$ cat config.mk
export PLATFORM = sky130hd
export DESIGN_NAME = image_loop_top
export DESIGN_NICKNAME = d
export VERILOG_FILES = /design/src/common/img_pkg.sv /design/src/logic/uart_rx.sv /design/src/logic/uart_tx.sv /design/src/frame_store/frame_store.sv /design/src/logic/tx_sequencer.sv /design/src/logic/pixel_decode.sv /design/src/logic/image_loop_top.sv
export SDC_FILE = /design/constraint.sdc
export NUM_CORES = 2
export LEC_CHECK = 0
export BUFFER_PORTS_ARGS = -buffer_cell sky130_fd_sc_hd__buf_4
export CORE_MARGIN = 2
export CORE_UTILIZATION = 45
export DETAILED_ROUTE_END_ITERATION = 7
export HOLD_SLACK_MARGIN = 0.02
export SYNTH_ARGS = -nofsm -noshare
export SYNTH_HDL_FRONTEND = slang
export SYNTH_SLANG_ARGS = --single-unit
$ cat constraint.sdc
create_clock -name CLOCK_50 -period 11.6 [get_ports CLOCK_50]
set_input_delay 1.16 -clock CLOCK_50 [delete_from_list [all_inputs] [get_ports CLOCK_50]]
set_output_delay 1.16 -clock CLOCK_50 [all_outputs]
set_load 0.03 [all_outputs]
$ cat src/common/img_pkg.sv
/*
  Image loopback store shared types
  Pixel word views, display color, UART byte and transmit request
  records, plus default sizing used by the top level
*/

package img_pkg;

  // One stored pixel byte
  typedef logic [7:0] pixel_t;

  // RGB 3-3-2 color view of a stored byte
  typedef struct packed {
    logic [2:0] red;
    logic [2:0] green;
    logic [1:0] blue;
  } rgb332_t;

  // Same stored word read as grey or as color
  typedef union packed {
    pixel_t  grey;
    rgb332_t color;
  } pixel_u;

  // Expanded display color
  typedef struct packed {
    logic [7:0] red;
    logic [7:0] green;
    logic [7:0] blue;
  } rgb_t;

  typedef struct packed {
    logic   strobe;
    pixel_t data;
  } rx_byte_t;

  typedef struct packed {
    logic   load;
    pixel_t data;
  } tx_req_t;

  // 115200 baud from a 50 MHz clock
  localparam logic [15:0] DEF_CLKS_PER_BIT = 16'd434;
  localparam int DEF_IMG_PIXELS = 64;
  localparam int DEF_NUM_IMAGES = 4;

endpackage

$ cat src/logic/uart_rx.sv
/*
  UART receiver, 8N1
  Synchronizes the serial line, finds the start bit, samples each
  bit at its center and strobes out bytes with a valid stop bit
*/

module uart_rx #(
  parameter logic [15:0] clks_per_bit = img_pkg::DEF_CLKS_PER_BIT
) (
  input  logic              CLOCK_50,
  input  logic              DLY_RST_0,
  input  logic              rxd,
  output img_pkg::rx_byte_t rx_byte
);

  localparam logic [1:0] st_idle  = 2'd0;
  localparam logic [1:0] st_start = 2'd1;
  localparam logic [1:0] st_data  = 2'd2;
  localparam logic [1:0] st_stop  = 2'd3;
  localparam logic [15:0] half_bit = clks_per_bit >> 1;

  logic            rxd_meta;
  logic            rxd_sync;
  logic [1:0]      state;
  logic [15:0]     bit_cnt;
  logic [2:0]      bit_idx;
  logic            bit_end;
  logic            strobe_q;
  img_pkg::pixel_t shift_q;
  img_pkg::pixel_t data_q;

  assign bit_end = (bit_cnt == clks_per_bit - 16'd1);
  assign rx_byte = '{strobe: strobe_q, data: data_q};

  // ==========================================================================
  // Line sync and bit timing
  // ==========================================================================
  always_ff @(posedge CLOCK_50 or negedge DLY_RST_0) begin
    if (!DLY_RST_0) begin
      rxd_meta <= 1'b1;
      rxd_sync <= 1'b1;
      state    <= st_idle;
      bit_cnt  <= '0;
      bit_idx  <= '0;
      strobe_q <= 1'b0;
    end else begin
      rxd_meta <= rxd;
      rxd_sync <= rxd_meta;
      strobe_q <= 1'b0;
      case (state)
        st_idle: begin
          bit_cnt <= '0;
          bit_idx <= '0;
          if (!rxd_sync) begin
            state <= st_start;
          end
        end
        st_start: begin
          // Recheck the line half a bit in so glitches go back to idle
          if (bit_cnt == half_bit - 16'd1) begin
            bit_cnt <= '0;
            state   <= rxd_sync ? st_idle : st_data;
          end else begin
            bit_cnt <= bit_cnt + 16'd1;
          end
        end
        st_data: begin
          if (bit_end) begin
            bit_cnt <= '0;
            bit_idx <= bit_idx + 3'd1;
            if (bit_idx == 3'd7) begin
              state <= st_stop;
            end
          end else begin
            bit_cnt <= bit_cnt + 16'd1;
          end
        end
        default: begin
          // A low stop bit drops the byte
          if (bit_end) begin
            strobe_q <= rxd_sync;
            state    <= st_idle;
          end else begin
            bit_cnt <= bit_cnt + 16'd1;
          end
        end
      endcase
    end
  end

  // LSB arrives first
  always_ff @(posedge CLOCK_50) begin
    if (state == st_data && bit_end) begin
      shift_q <= {rxd_sync, shift_q[7:1]};
    end
    if (state == st_stop && bit_end) begin
      data_q <= shift_q;
    end
  end

endmodule

$ cat src/logic/uart_tx.sv
/*
  UART transmitter, 8N1
  Frames one byte with start and stop bits and pulses done
  once the stop bit has fully gone out
*/

module uart_tx #(
  parameter logic [15:0] clks_per_bit = img_pkg::DEF_CLKS_PER_BIT
) (
  input  logic             CLOCK_50,
  input  logic             DLY_RST_0,
  input  img_pkg::tx_req_t tx_req,
  output logic             txd,
  output logic             tx_done
);

  logic        busy;
  logic [15:0] bit_cnt;
  logic [3:0]  bit_idx;
  logic        bit_end;
  logic [8:0]  frame_q;

  assign bit_end = busy && (bit_cnt == clks_per_bit - 16'd1);

  // Bit index 0 is the start bit, 9 the stop bit
  always_ff @(posedge CLOCK_50 or negedge DLY_RST_0) begin
    if (!DLY_RST_0) begin
      busy    <= 1'b0;
      bit_cnt <= '0;
      bit_idx <= '0;
      txd     <= 1'b1;
      tx_done <= 1'b0;
    end else begin
      tx_done <= 1'b0;
      if (!busy) begin
        if (tx_req.load) begin
          busy    <= 1'b1;
          bit_cnt <= '0;
          bit_idx <= '0;
          txd     <= 1'b0;
        end
      end else if (bit_end) begin
        bit_cnt <= '0;
        if (bit_idx == 4'd9) begin
          busy    <= 1'b0;
          tx_done <= 1'b1;
        end else begin
          bit_idx <= bit_idx + 4'd1;
          txd     <= frame_q[0];
        end
      end else begin
        bit_cnt <= bit_cnt + 16'd1;
      end
    end
  end

  // Data bits and the stop bit shift out with ones filling from the top
  always_ff @(posedge CLOCK_50) begin
    if (!busy && tx_req.load) begin
      frame_q <= {1'b1, tx_req.data};
    end else if (bit_end) begin
      frame_q <= {1'b1, frame_q[8:1]};
    end
  end

endmodule

$ cat src/frame_store/frame_store.sv
/*
  Frame store
  On-chip buffer of several images, filled in sequence from the
  receiver, with an image select register and two read ports
  relative to the current image
*/

module frame_store #(
  parameter  int img_pixels = img_pkg::DEF_IMG_PIXELS,
  parameter  int num_images = img_pkg::DEF_NUM_IMAGES,
  localparam int pix_w      = $clog2(img_pixels),
  localparam int img_w      = $clog2(num_images)
) (
  input  logic              CLOCK_50,
  input  logic              DLY_RST_0,
  input  img_pkg::rx_byte_t rx_byte,
  input  logic              load_mode,
  input  logic [pix_w-1:0]  tx_index,
  output img_pkg::pixel_t   tx_pixel,
  input  logic [pix_w-1:0]  pix_addr,
  output img_pkg::pixel_u   pix_word,
  output logic [img_w-1:0]  cur_img
);

  localparam int total  = num_images * img_pixels;
  localparam int addr_w = $clog2(total);

  img_pkg::pixel_t   mem [total];
  logic [addr_w-1:0] load_ptr;
  logic [addr_w-1:0] img_base;
  logic [addr_w-1:0] tx_addr;
  logic [addr_w-1:0] pix_rd_addr;
  logic              load_wr;
  logic              img_sel;

  // Received bytes either fill the buffer or pick the image
  assign load_wr = rx_byte.strobe && load_mode;
  assign img_sel = rx_byte.strobe && !load_mode;

  // Start of the current image in the buffer
  assign img_base    = addr_w'(cur_img * img_pixels);
  assign tx_addr     = img_base + addr_w'(tx_index);
  assign pix_rd_addr = img_base + addr_w'(pix_addr);

  // ==========================================================================
  // Load pointer and image select
  // ==========================================================================
  always_ff @(posedge CLOCK_50 or negedge DLY_RST_0) begin
    if (!DLY_RST_0) begin
      load_ptr <= '0;
      cur_img  <= '0;
    end else begin
      if (load_wr) begin
        if (load_ptr == addr_w'(total - 1)) begin
          load_ptr <= '0;
        end else begin
          load_ptr <= load_ptr + 1'b1;
        end
      end
      // Image count is a power of two, low bits give the modulo
      if (img_sel) begin
        cur_img <= rx_byte.data[img_w-1:0];
      end
    end
  end

  // ==========================================================================
  // Buffer write and both read ports
  // ==========================================================================
  always_ff @(posedge CLOCK_50) begin
    if (load_wr) begin
      mem[load_ptr] <= rx_byte.data;
    end
    tx_pixel      <= mem[tx_addr];
    pix_word.grey <= mem[pix_rd_addr];
  end

endmodule

$ cat src/logic/tx_sequencer.sv
/*
  Transmit sequencer
  Walks the current image byte by byte on a start key, handing
  each byte to the UART transmitter and waiting for its done
*/

module tx_sequencer #(
  parameter  int img_pixels = img_pkg::DEF_IMG_PIXELS,
  localparam int pix_w      = $clog2(img_pixels)
) (
  input  logic             CLOCK_50,
  input  logic             DLY_RST_0,
  input  logic             tx_start_n,
  input  logic             tx_stop_n,
  input  logic             tx_done,
  input  img_pkg::pixel_t  tx_pixel,
  output logic [pix_w-1:0] tx_index,
  output img_pkg::tx_req_t tx_req,
  output logic             tx_active
);

  localparam logic [1:0] st_idle = 2'd0;
  localparam logic [1:0] st_read = 2'd1;
  localparam logic [1:0] st_load = 2'd2;
  localparam logic [1:0] st_wait = 2'd3;

  logic [1:0] state;
  logic       frame_out;
  logic       last_byte;

  assign last_byte = (tx_index == pix_w'(img_pixels - 1));
  assign tx_active = (state != st_idle);

  // Read data arrives one cycle after st_read, in time for the load
  assign tx_req = '{load: (state == st_load), data: tx_pixel};

  // ==========================================================================
  // Transfer FSM
  // ==========================================================================
  always_ff @(posedge CLOCK_50 or negedge DLY_RST_0) begin
    if (!DLY_RST_0) begin
      state     <= st_idle;
      tx_index  <= '0;
      frame_out <= 1'b0;
    end else begin
      // A frame left over from an abort must finish before the next load
      if (state == st_load) begin
        frame_out <= 1'b1;
      end else if (tx_done) begin
        frame_out <= 1'b0;
      end

      if (!tx_stop_n) begin
        state <= st_idle;
      end else begin
        case (state)
          st_idle: begin
            if (!tx_start_n) begin
              tx_index <= '0;
              state    <= st_read;
            end
          end
          st_read: begin
            if (!frame_out) begin
              state <= st_load;
            end
          end
          st_load: state <= st_wait;
          default: begin
            if (tx_done) begin
              if (last_byte) begin
                state <= st_idle;
              end else begin
                tx_index <= tx_index + 1'b1;
                state    <= st_read;
              end
            end
          end
        endcase
      end
    end
  end

endmodule

$ cat src/logic/pixel_decode.sv
/*
  Display pixel decoder
  Expands a stored byte to 8-bit red, green and blue, as grey
  or as RGB 3-3-2, and registers the result
*/

module pixel_decode (
  input  logic            CLOCK_50,
  input  logic            DLY_RST_0,
  input  img_pkg::pixel_u pix_word,
  input  logic            grey_mode,
  output img_pkg::rgb_t   pix_rgb
);

  img_pkg::rgb_t rgb_next;

  always_comb begin
    if (grey_mode) begin
      rgb_next.red   = pix_word.grey;
      rgb_next.green = pix_word.grey;
      rgb_next.blue  = pix_word.grey;
    end else begin
      // Fields sit at the top of each color, zeros below
      rgb_next.red   = {pix_word.color.red, 5'b00000};
      rgb_next.green = {pix_word.color.green, 5'b00000};
      rgb_next.blue  = {pix_word.color.blue, 6'b000000};
    end
  end

  always_ff @(posedge CLOCK_50 or negedge DLY_RST_0) begin
    if (!DLY_RST_0) begin
      pix_rgb <= '0;
    end else begin
      pix_rgb <= rgb_next;
    end
  end

endmodule

$ cat src/logic/image_loop_top.sv
/*
  Serial image loopback store
  UART bytes load a multi-image buffer or select an image, the
  current image can be sent back out and read for display
*/

module image_loop_top #(
  parameter  logic [15:0] clks_per_bit = img_pkg::DEF_CLKS_PER_BIT,
  parameter  int          img_pixels   = img_pkg::DEF_IMG_PIXELS,
  parameter  int          num_images   = img_pkg::DEF_NUM_IMAGES,
  localparam int          pix_w        = $clog2(img_pixels),
  localparam int          img_w        = $clog2(num_images)
) (
  input  logic             CLOCK_50,
  input  logic             DLY_RST_0,
  input  logic             uart_rxd,
  input  logic             load_mode,
  input  logic             grey_mode,
  input  logic             tx_start_n,
  input  logic             tx_stop_n,
  input  logic [pix_w-1:0] pix_addr,
  output logic             uart_txd,
  output img_pkg::rgb_t    pix_rgb,
  output logic [img_w-1:0] cur_img,
  output logic             tx_active
);

  img_pkg::rx_byte_t rx_byte;
  img_pkg::pixel_t   tx_pixel;
  img_pkg::pixel_u   pix_word;
  img_pkg::tx_req_t  tx_req;
  logic [pix_w-1:0]  tx_index;
  logic              tx_done;

  // ==========================================================================
  // Receive and store
  // ==========================================================================
  uart_rx #(.clks_per_bit(clks_per_bit)) rx_i (
    .CLOCK_50  (CLOCK_50),
    .DLY_RST_0 (DLY_RST_0),
    .rxd       (uart_rxd),
    .rx_byte   (rx_byte)
  );

  frame_store #(.img_pixels(img_pixels), .num_images(num_images)) store_i (
    .CLOCK_50  (CLOCK_50),
    .DLY_RST_0 (DLY_RST_0),
    .rx_byte   (rx_byte),
    .load_mode (load_mode),
    .tx_index  (tx_index),
    .tx_pixel  (tx_pixel),
    .pix_addr  (pix_addr),
    .pix_word  (pix_word),
    .cur_img   (cur_img)
  );

  // ==========================================================================
  // Transmit path and display
  // ==========================================================================
  tx_sequencer #(.img_pixels(img_pixels)) seq_i (
    .CLOCK_50   (CLOCK_50),
    .DLY_RST_0  (DLY_RST_0),
    .tx_start_n (tx_start_n),
    .tx_stop_n  (tx_stop_n),
    .tx_done    (tx_done),
    .tx_pixel   (tx_pixel),
    .tx_index   (tx_index),
    .tx_req     (tx_req),
    .tx_active  (tx_active)
  );

  uart_tx #(.clks_per_bit(clks_per_bit)) tx_i (
    .CLOCK_50  (CLOCK_50),
    .DLY_RST_0 (DLY_RST_0),
    .tx_req    (tx_req),
    .txd       (uart_txd),
    .tx_done   (tx_done)
  );

  pixel_decode decode_i (
    .CLOCK_50  (CLOCK_50),
    .DLY_RST_0 (DLY_RST_0),
    .pix_word  (pix_word),
    .grey_mode (grey_mode),
    .pix_rgb   (pix_rgb)
  );

endmodule

# == Word-level counts from Yosys, hierarchy flattened ==
# Memory sizes are Yosys's and may differ from the RTL's. A register that Yosys moved wholly into a read port is not among the register bits.
# Index checks and enable logic that the tools add are counted.
# word_totals
reg_bits,114
word_cells,131
mem_bits_rw,2048
memories,1
output_inout_bits,28
# op_classes
bitwise,1
n_eq_ne,24
mux,51
n_addsub,8
reduce_logical,24
# mem_list
memory,words,word_bits,rd,rd_ports_with_merged_regs,write_ports,line,source
store_i.mem,256,8,2,2,1,frame_store.sv:28,img_pkg::pixel_t mem [total];
# op_table
op,n
two-way mux 16 bit,6
one-hot mux 16 bit (3 select lines),1
"adder 16 x 1 -> 16 bit, second input constant",2
"equality test 16 x 9 -> 1 bit, second input constant",2
two-way mux 8 bit,3
two-way mux 21 bit,1
two-way mux 2 bit,10
two-way mux 1 bit,18
two-way mux 6 bit,3
adder 8 x 6 -> 8 bit,2
"equality test 16 x 8 -> 1 bit, second input constant",1
two-way mux 4 bit,4
one-hot mux 2 bit (3 select lines),2
one-hot mux 6 bit (2 select lines),1
nonzero test 2 bit,6
"inequality test 2 bit, second input constant",5
AND reduction 5 bit,2
"adder 8 x 1 -> 8 bit, second input constant",1
"equality test 8 bit, second input constant",1
"adder 6 x 1 -> 6 bit, second input constant",1
"equality test 2 bit, second input constant",3
"equality test 6 bit, second input constant",1
logical AND 1 bit,6
"inequality test 2 x 1 -> 1 bit, second input constant",3
18 further kinds,23

# == Longest topological paths before layout ==
# logic_depth
word_depth,5
mapped_depth,13
mapped_depth_nobuf,8

# == By module ==
# Synthesis repeated with hierarchy kept, for this count alone.
# hier_totals
cells_unflattened,5736
area_unflattened_um2,102520.8
# by_module_without_submodules
module,area_per_inst_um2,n_inst,seq_area_each_um2,cells_per_inst
frame_store,97823.8,1,62069.5,5297
uart_rx,1836.8,1,1083.5,154
uart_tx,1596.5,1,817.0,171
tx_sequencer,710.7,1,225.2,78
pixel_decode,553.0,1,350.3,36

# == Least setup slack after synthesis ==
# No wires, ideal clock.
# synth_timing
path_type,register -> register
startpoint,register rx_i.data_q[0]
endpoint,memory store_i.mem[0][0] (netlist bit) (data pin)
stages_incl_launch_ff,1
required_time_ns,10.779
path_slack_ns,7.537
t_arrival_ns,3.243
path_cell_list,edfxtp_1
# synth_rtl
item,line,source
start: declaration,uart_rx.sv:30,img_pkg::pixel_t data_q;
start signal: assignment,uart_rx.sv:97,data_q <= shift_q;
end: declaration,frame_store.sv:28,
# No word-level cell before the write port.

# == Worst setup path in the final report ==
# layout_timing
startpoint,register seq_i.tx_index[1]
endpoint,"register store_i.tx_pixel[6], read port of store_i.mem"
# layout_via
elab_chain_len,1
# layout_rtl
item,line,source
start: declaration,tx_sequencer.sv:17,"output logic [pix_w-1:0] tx_index,"
start signal: assignment,tx_sequencer.sv:74,tx_index <= tx_index + 1'b1;
adder 8 x 6 -> 8 bit,frame_store.sv:42,assign tx_addr = img_base + addr_w'(tx_index);
end: declaration,frame_store.sv:19,"output img_pkg::pixel_t tx_pixel,"
# Every way passes these cells.
# A chain may end at the register's enable or synchronous reset.

==> flow_summary.toml <==
[die]
start_util_pct = 45.1
die_w_um = 478
die_height_um = 478
top_level_ports = 41
core_area_um2 = 224000
floorplan.die_area_um2 = 229000
rows = 174

[worst_setup_path]
timing.setup.critical_path_class = "reg -> reg"
r2r-start = "seq_i.tx_index[1]"
timing.rr.end = "store_i.tx_pixel[6]"
arrival_ns = 5.88
setup.worst_path.start_class = "flop"
critical_path_peak_fanout = 44
worst_r2r_path_depth = 9
worst-endpoint-required_ns = 12.39
r2r_setup_slack_ns = 6.50
critPathCaptureType = "flop"

[clock_tree]
clkSinkCount = 2168
worst_skew_pair.late_latency_ns = 0.91
post_cts_setup_buffers = 0
cts-root-to-sink-buffers = 3
cts_hold_repair.buffers = 0
cts-buffers-inserted = 227
cts_tree = "yes"
clock_tree.root_cell = "clkbuf_16"
clock_slew_at_the_register_clock_pins_of_the_worst_setup_and_hold_paths_ns = 0.06
cts_resized = 0
number_of_h_tree_branching_levels = 4

[place]
post-place-cells = 8062
io_buffers = 40
place.detailed.hpwl_um = 200000
dpl_worst_slack_ns = 5.81
post_dp_cell_area_um2 = 104000
place.gp.congestion = 0.862

[power]
power_density_normalized_to_cell_area_nw_per_um2 = 171
power.total_mw = 19.0
leakage_nw = 34.0
power.ir.vdd_worst_mv = 0.134

[timing]
worst_slew_pin_slew_ns = 1.50
setup_violations = 0
totalNegativeSetupSlack_ns = 0
clock-skew-final_ns = 0.0741
worst_slew_margin_pct = -0.150
fin_crit_ns = 5.10
final.hold.worst_slack_ns = 0.242
postLayoutSetupSlackWorst_ns = 6.50
finalMaxSlewViolations = 2
final.period_utilization_pct = 44.0
finalHoldViolations = 0
fmaxAchievable_ghz = 0.196
unrepaired_setup_endpoints_after_global_routing = "no"

[drt]
drt_first_pass_iters = 6
wl_cell_um = 37.9
vias = 58100
antenna_left = 0
detail_route.iter0.violations = 8644
route.detailed.drc = 0
viasPerCell = 6.86
finalWirelength_um = 321000

[logic_synthesis]
synth-seq-area-share_pct = 63.8
synth_edf_count = 2072
avgSynthCellArea_um2 = 19.1
post_synth_inst_count = 5303
ys_ff_latch = 2168
synthDistinctLibCells = 80
synth.top_cell.area_share_pct = 61.5
dominant_cell_type_by_area_after_synthesis = "edfxtp_1"
syn_nets = 5334
synth_top_flop_cell = "edfxtp_1"
ys_warn_count = 0
synthArstFlopShare_pct = 3.69
post_synth_main_area_contributors = "edfxtp_1 (62%), mux4_2 (22%), mux2i_1 (3.0%)"
syn_area_um2 = 101000

[global_routing]
first_global_vias = 57300
grt_max_degree = 198
grt_remaining_overflow = 0
grt_first_pass_wirelength_um = 449000
grt_usage_pct = 27.9
grt_antenna_before_repair = 13

[final_layout]
num-fill-cells = 18100
area_added_between_synthesis_and_finish_pct = 10.1
mostFrequentLayoutCells = "edfxtp_1 (2,072), mux4_2 (988), nor2_1 (350)"
stdcell_area_um2 = 111000
postLayoutCoreUtil_pct = 49.7
fraction_of_layout_instances_using_a_drive_strength_above_1_pct = 28.8
layout.cells.most_common = "edfxtp_1"
design.final.nets = 5330
stdcell_count = 8472

[run_status]
failed_checks = "capacitance limit, slew limit"
status = "complete, but fails checks"

[run]
maxCapViolCount = 2

[min_path]
type_of_the_tightest_min_delay_check = "in -> async"
==> worst max path at each step <==
stage	startpoint	end	slack (ns)	depth (start not counted)
2_1_floorplan	rx_i.data_q[0]	store_i.mem[0][0]	7.54	0
3_3_place_gp	pix_addr[1]	store_i.pix_word[4]	5.78	8
3_5_place_dp	pix_addr[1]	store_i.pix_word[4]	5.81	8
4_1_cts	seq_i.tx_index[0]	store_i.tx_pixel[6]	6.69	9
5_1_grt	seq_i.tx_index[2]	store_i.tx_pixel[4]	6.55	8
6_report	seq_i.tx_index[1]	store_i.tx_pixel[6]	6.50	9
==> Yosys cell counts (all sizes together), types with 16 or more instances <==
cell type / instances
xor2: 16
mux2: 25
o221ai: 58
nor2b: 27
a22oi: 82
mux4: 1012
nand2: 144
and2: 16
dfxtp: 16
ha: 18
a22o: 44
buf: 273
nor3: 27
o21ai: 81
a211oi: 67
inv: 22
mux2i: 305
a21oi: 97
nor2: 351
a221oi: 35
edfxtp: 2072
nand3: 51
clkbuf: 163
dfrtp: 77
a31oi: 17
o22ai: 58
==> final cells by class <==
class / instances / area (µm²) / area share (%)
sequential: 2168 / 64600 / 58.0
antenna: 4 / 10.0 / 0.00899
multi-input combinational: 2674 / 34000 / 30.5
clock buffer: 277 / 5890 / 5.29
tap: 2992 / 3740 / 3.36
clock inverter: 129 / 1300 / 1.16
timing repair buffer: 204 / 1740 / 1.56
inverter: 24 / 92.6 / 0.0832
==> sequential cells by signal (all words and copies together) (netlist names) <==
signal and cells:
store_i.mem 2048, rx_i.bit_cnt 16, tx_i.bit_cnt 16, decode_i.pix_rgb 14, rx_i.data_q 8, rx_i.shift_q 8, store_i.load_ptr 8, store_i.pix_word 8
store_i.tx_pixel 8, tx_i.frame_q 8, seq_i.tx_index 6, tx_i.bit_idx 4, rx_i.bit_idx 3, rx_i.state 2, seq_i.state 2, store_i.cur_img 2
rx_i.rxd_meta 1, rx_i.rxd_sync 1, rx_i.strobe_q 1, seq_i.frame_out 1, tx_i.busy 1, tx_i.tx_done 1, tx_i.txd 1
==> cell families (layout without fill, tap and decap cells) <==
group | after synthesis | after routing | share of synthesized area [%]
compound gates | 598 | 598 | 4.16
xor+xnor | 25 | 25 | 0.217
simple gates | 691 | 691 | 3.01
flops | 2168 | 2168 | 63.8
buf+inv | 461 | 634 | 2.63
mux | 1342 | 1342 | 25.9
other cells | 0 | 4 | 0
fa+ha+maj | 18 | 18 | 0.223
==> power breakdown <==
| part | switching, mW | internal [mW] | total (mW) |
|---|---|---|---|
| clock | 3.15 | 4.01 | 7.16 |
| sequential | 0.102 | 8.49 | 8.59 |
| combinational | 1.85 | 1.41 | 3.26 |
==> routing by layer <==
layer	GRT usage, %	up-vias	part of all wire [%]	wire length, µm
li1	-	22600	-	-
met1	39.3	31300	39	125000
met2	42.7	3623	46	149000
met3	6.00	564	10	32700
met4	11.1	6	4.3	13900
met5	0	-	0.013	41
==> critical path: stages, from the launching register on <==
cell and delay (ns):
dfrtp_4 0.98, buf_4 0.69, buf_4 0.69, mux4_2 0.41, nand2_1 0.09, a21oi_1 0.07
a2111oi_0 1.17, or3b_1 0.46, a31oi_1 0.13, and3_1 0.21
Power figures use the tool's default switching activity.
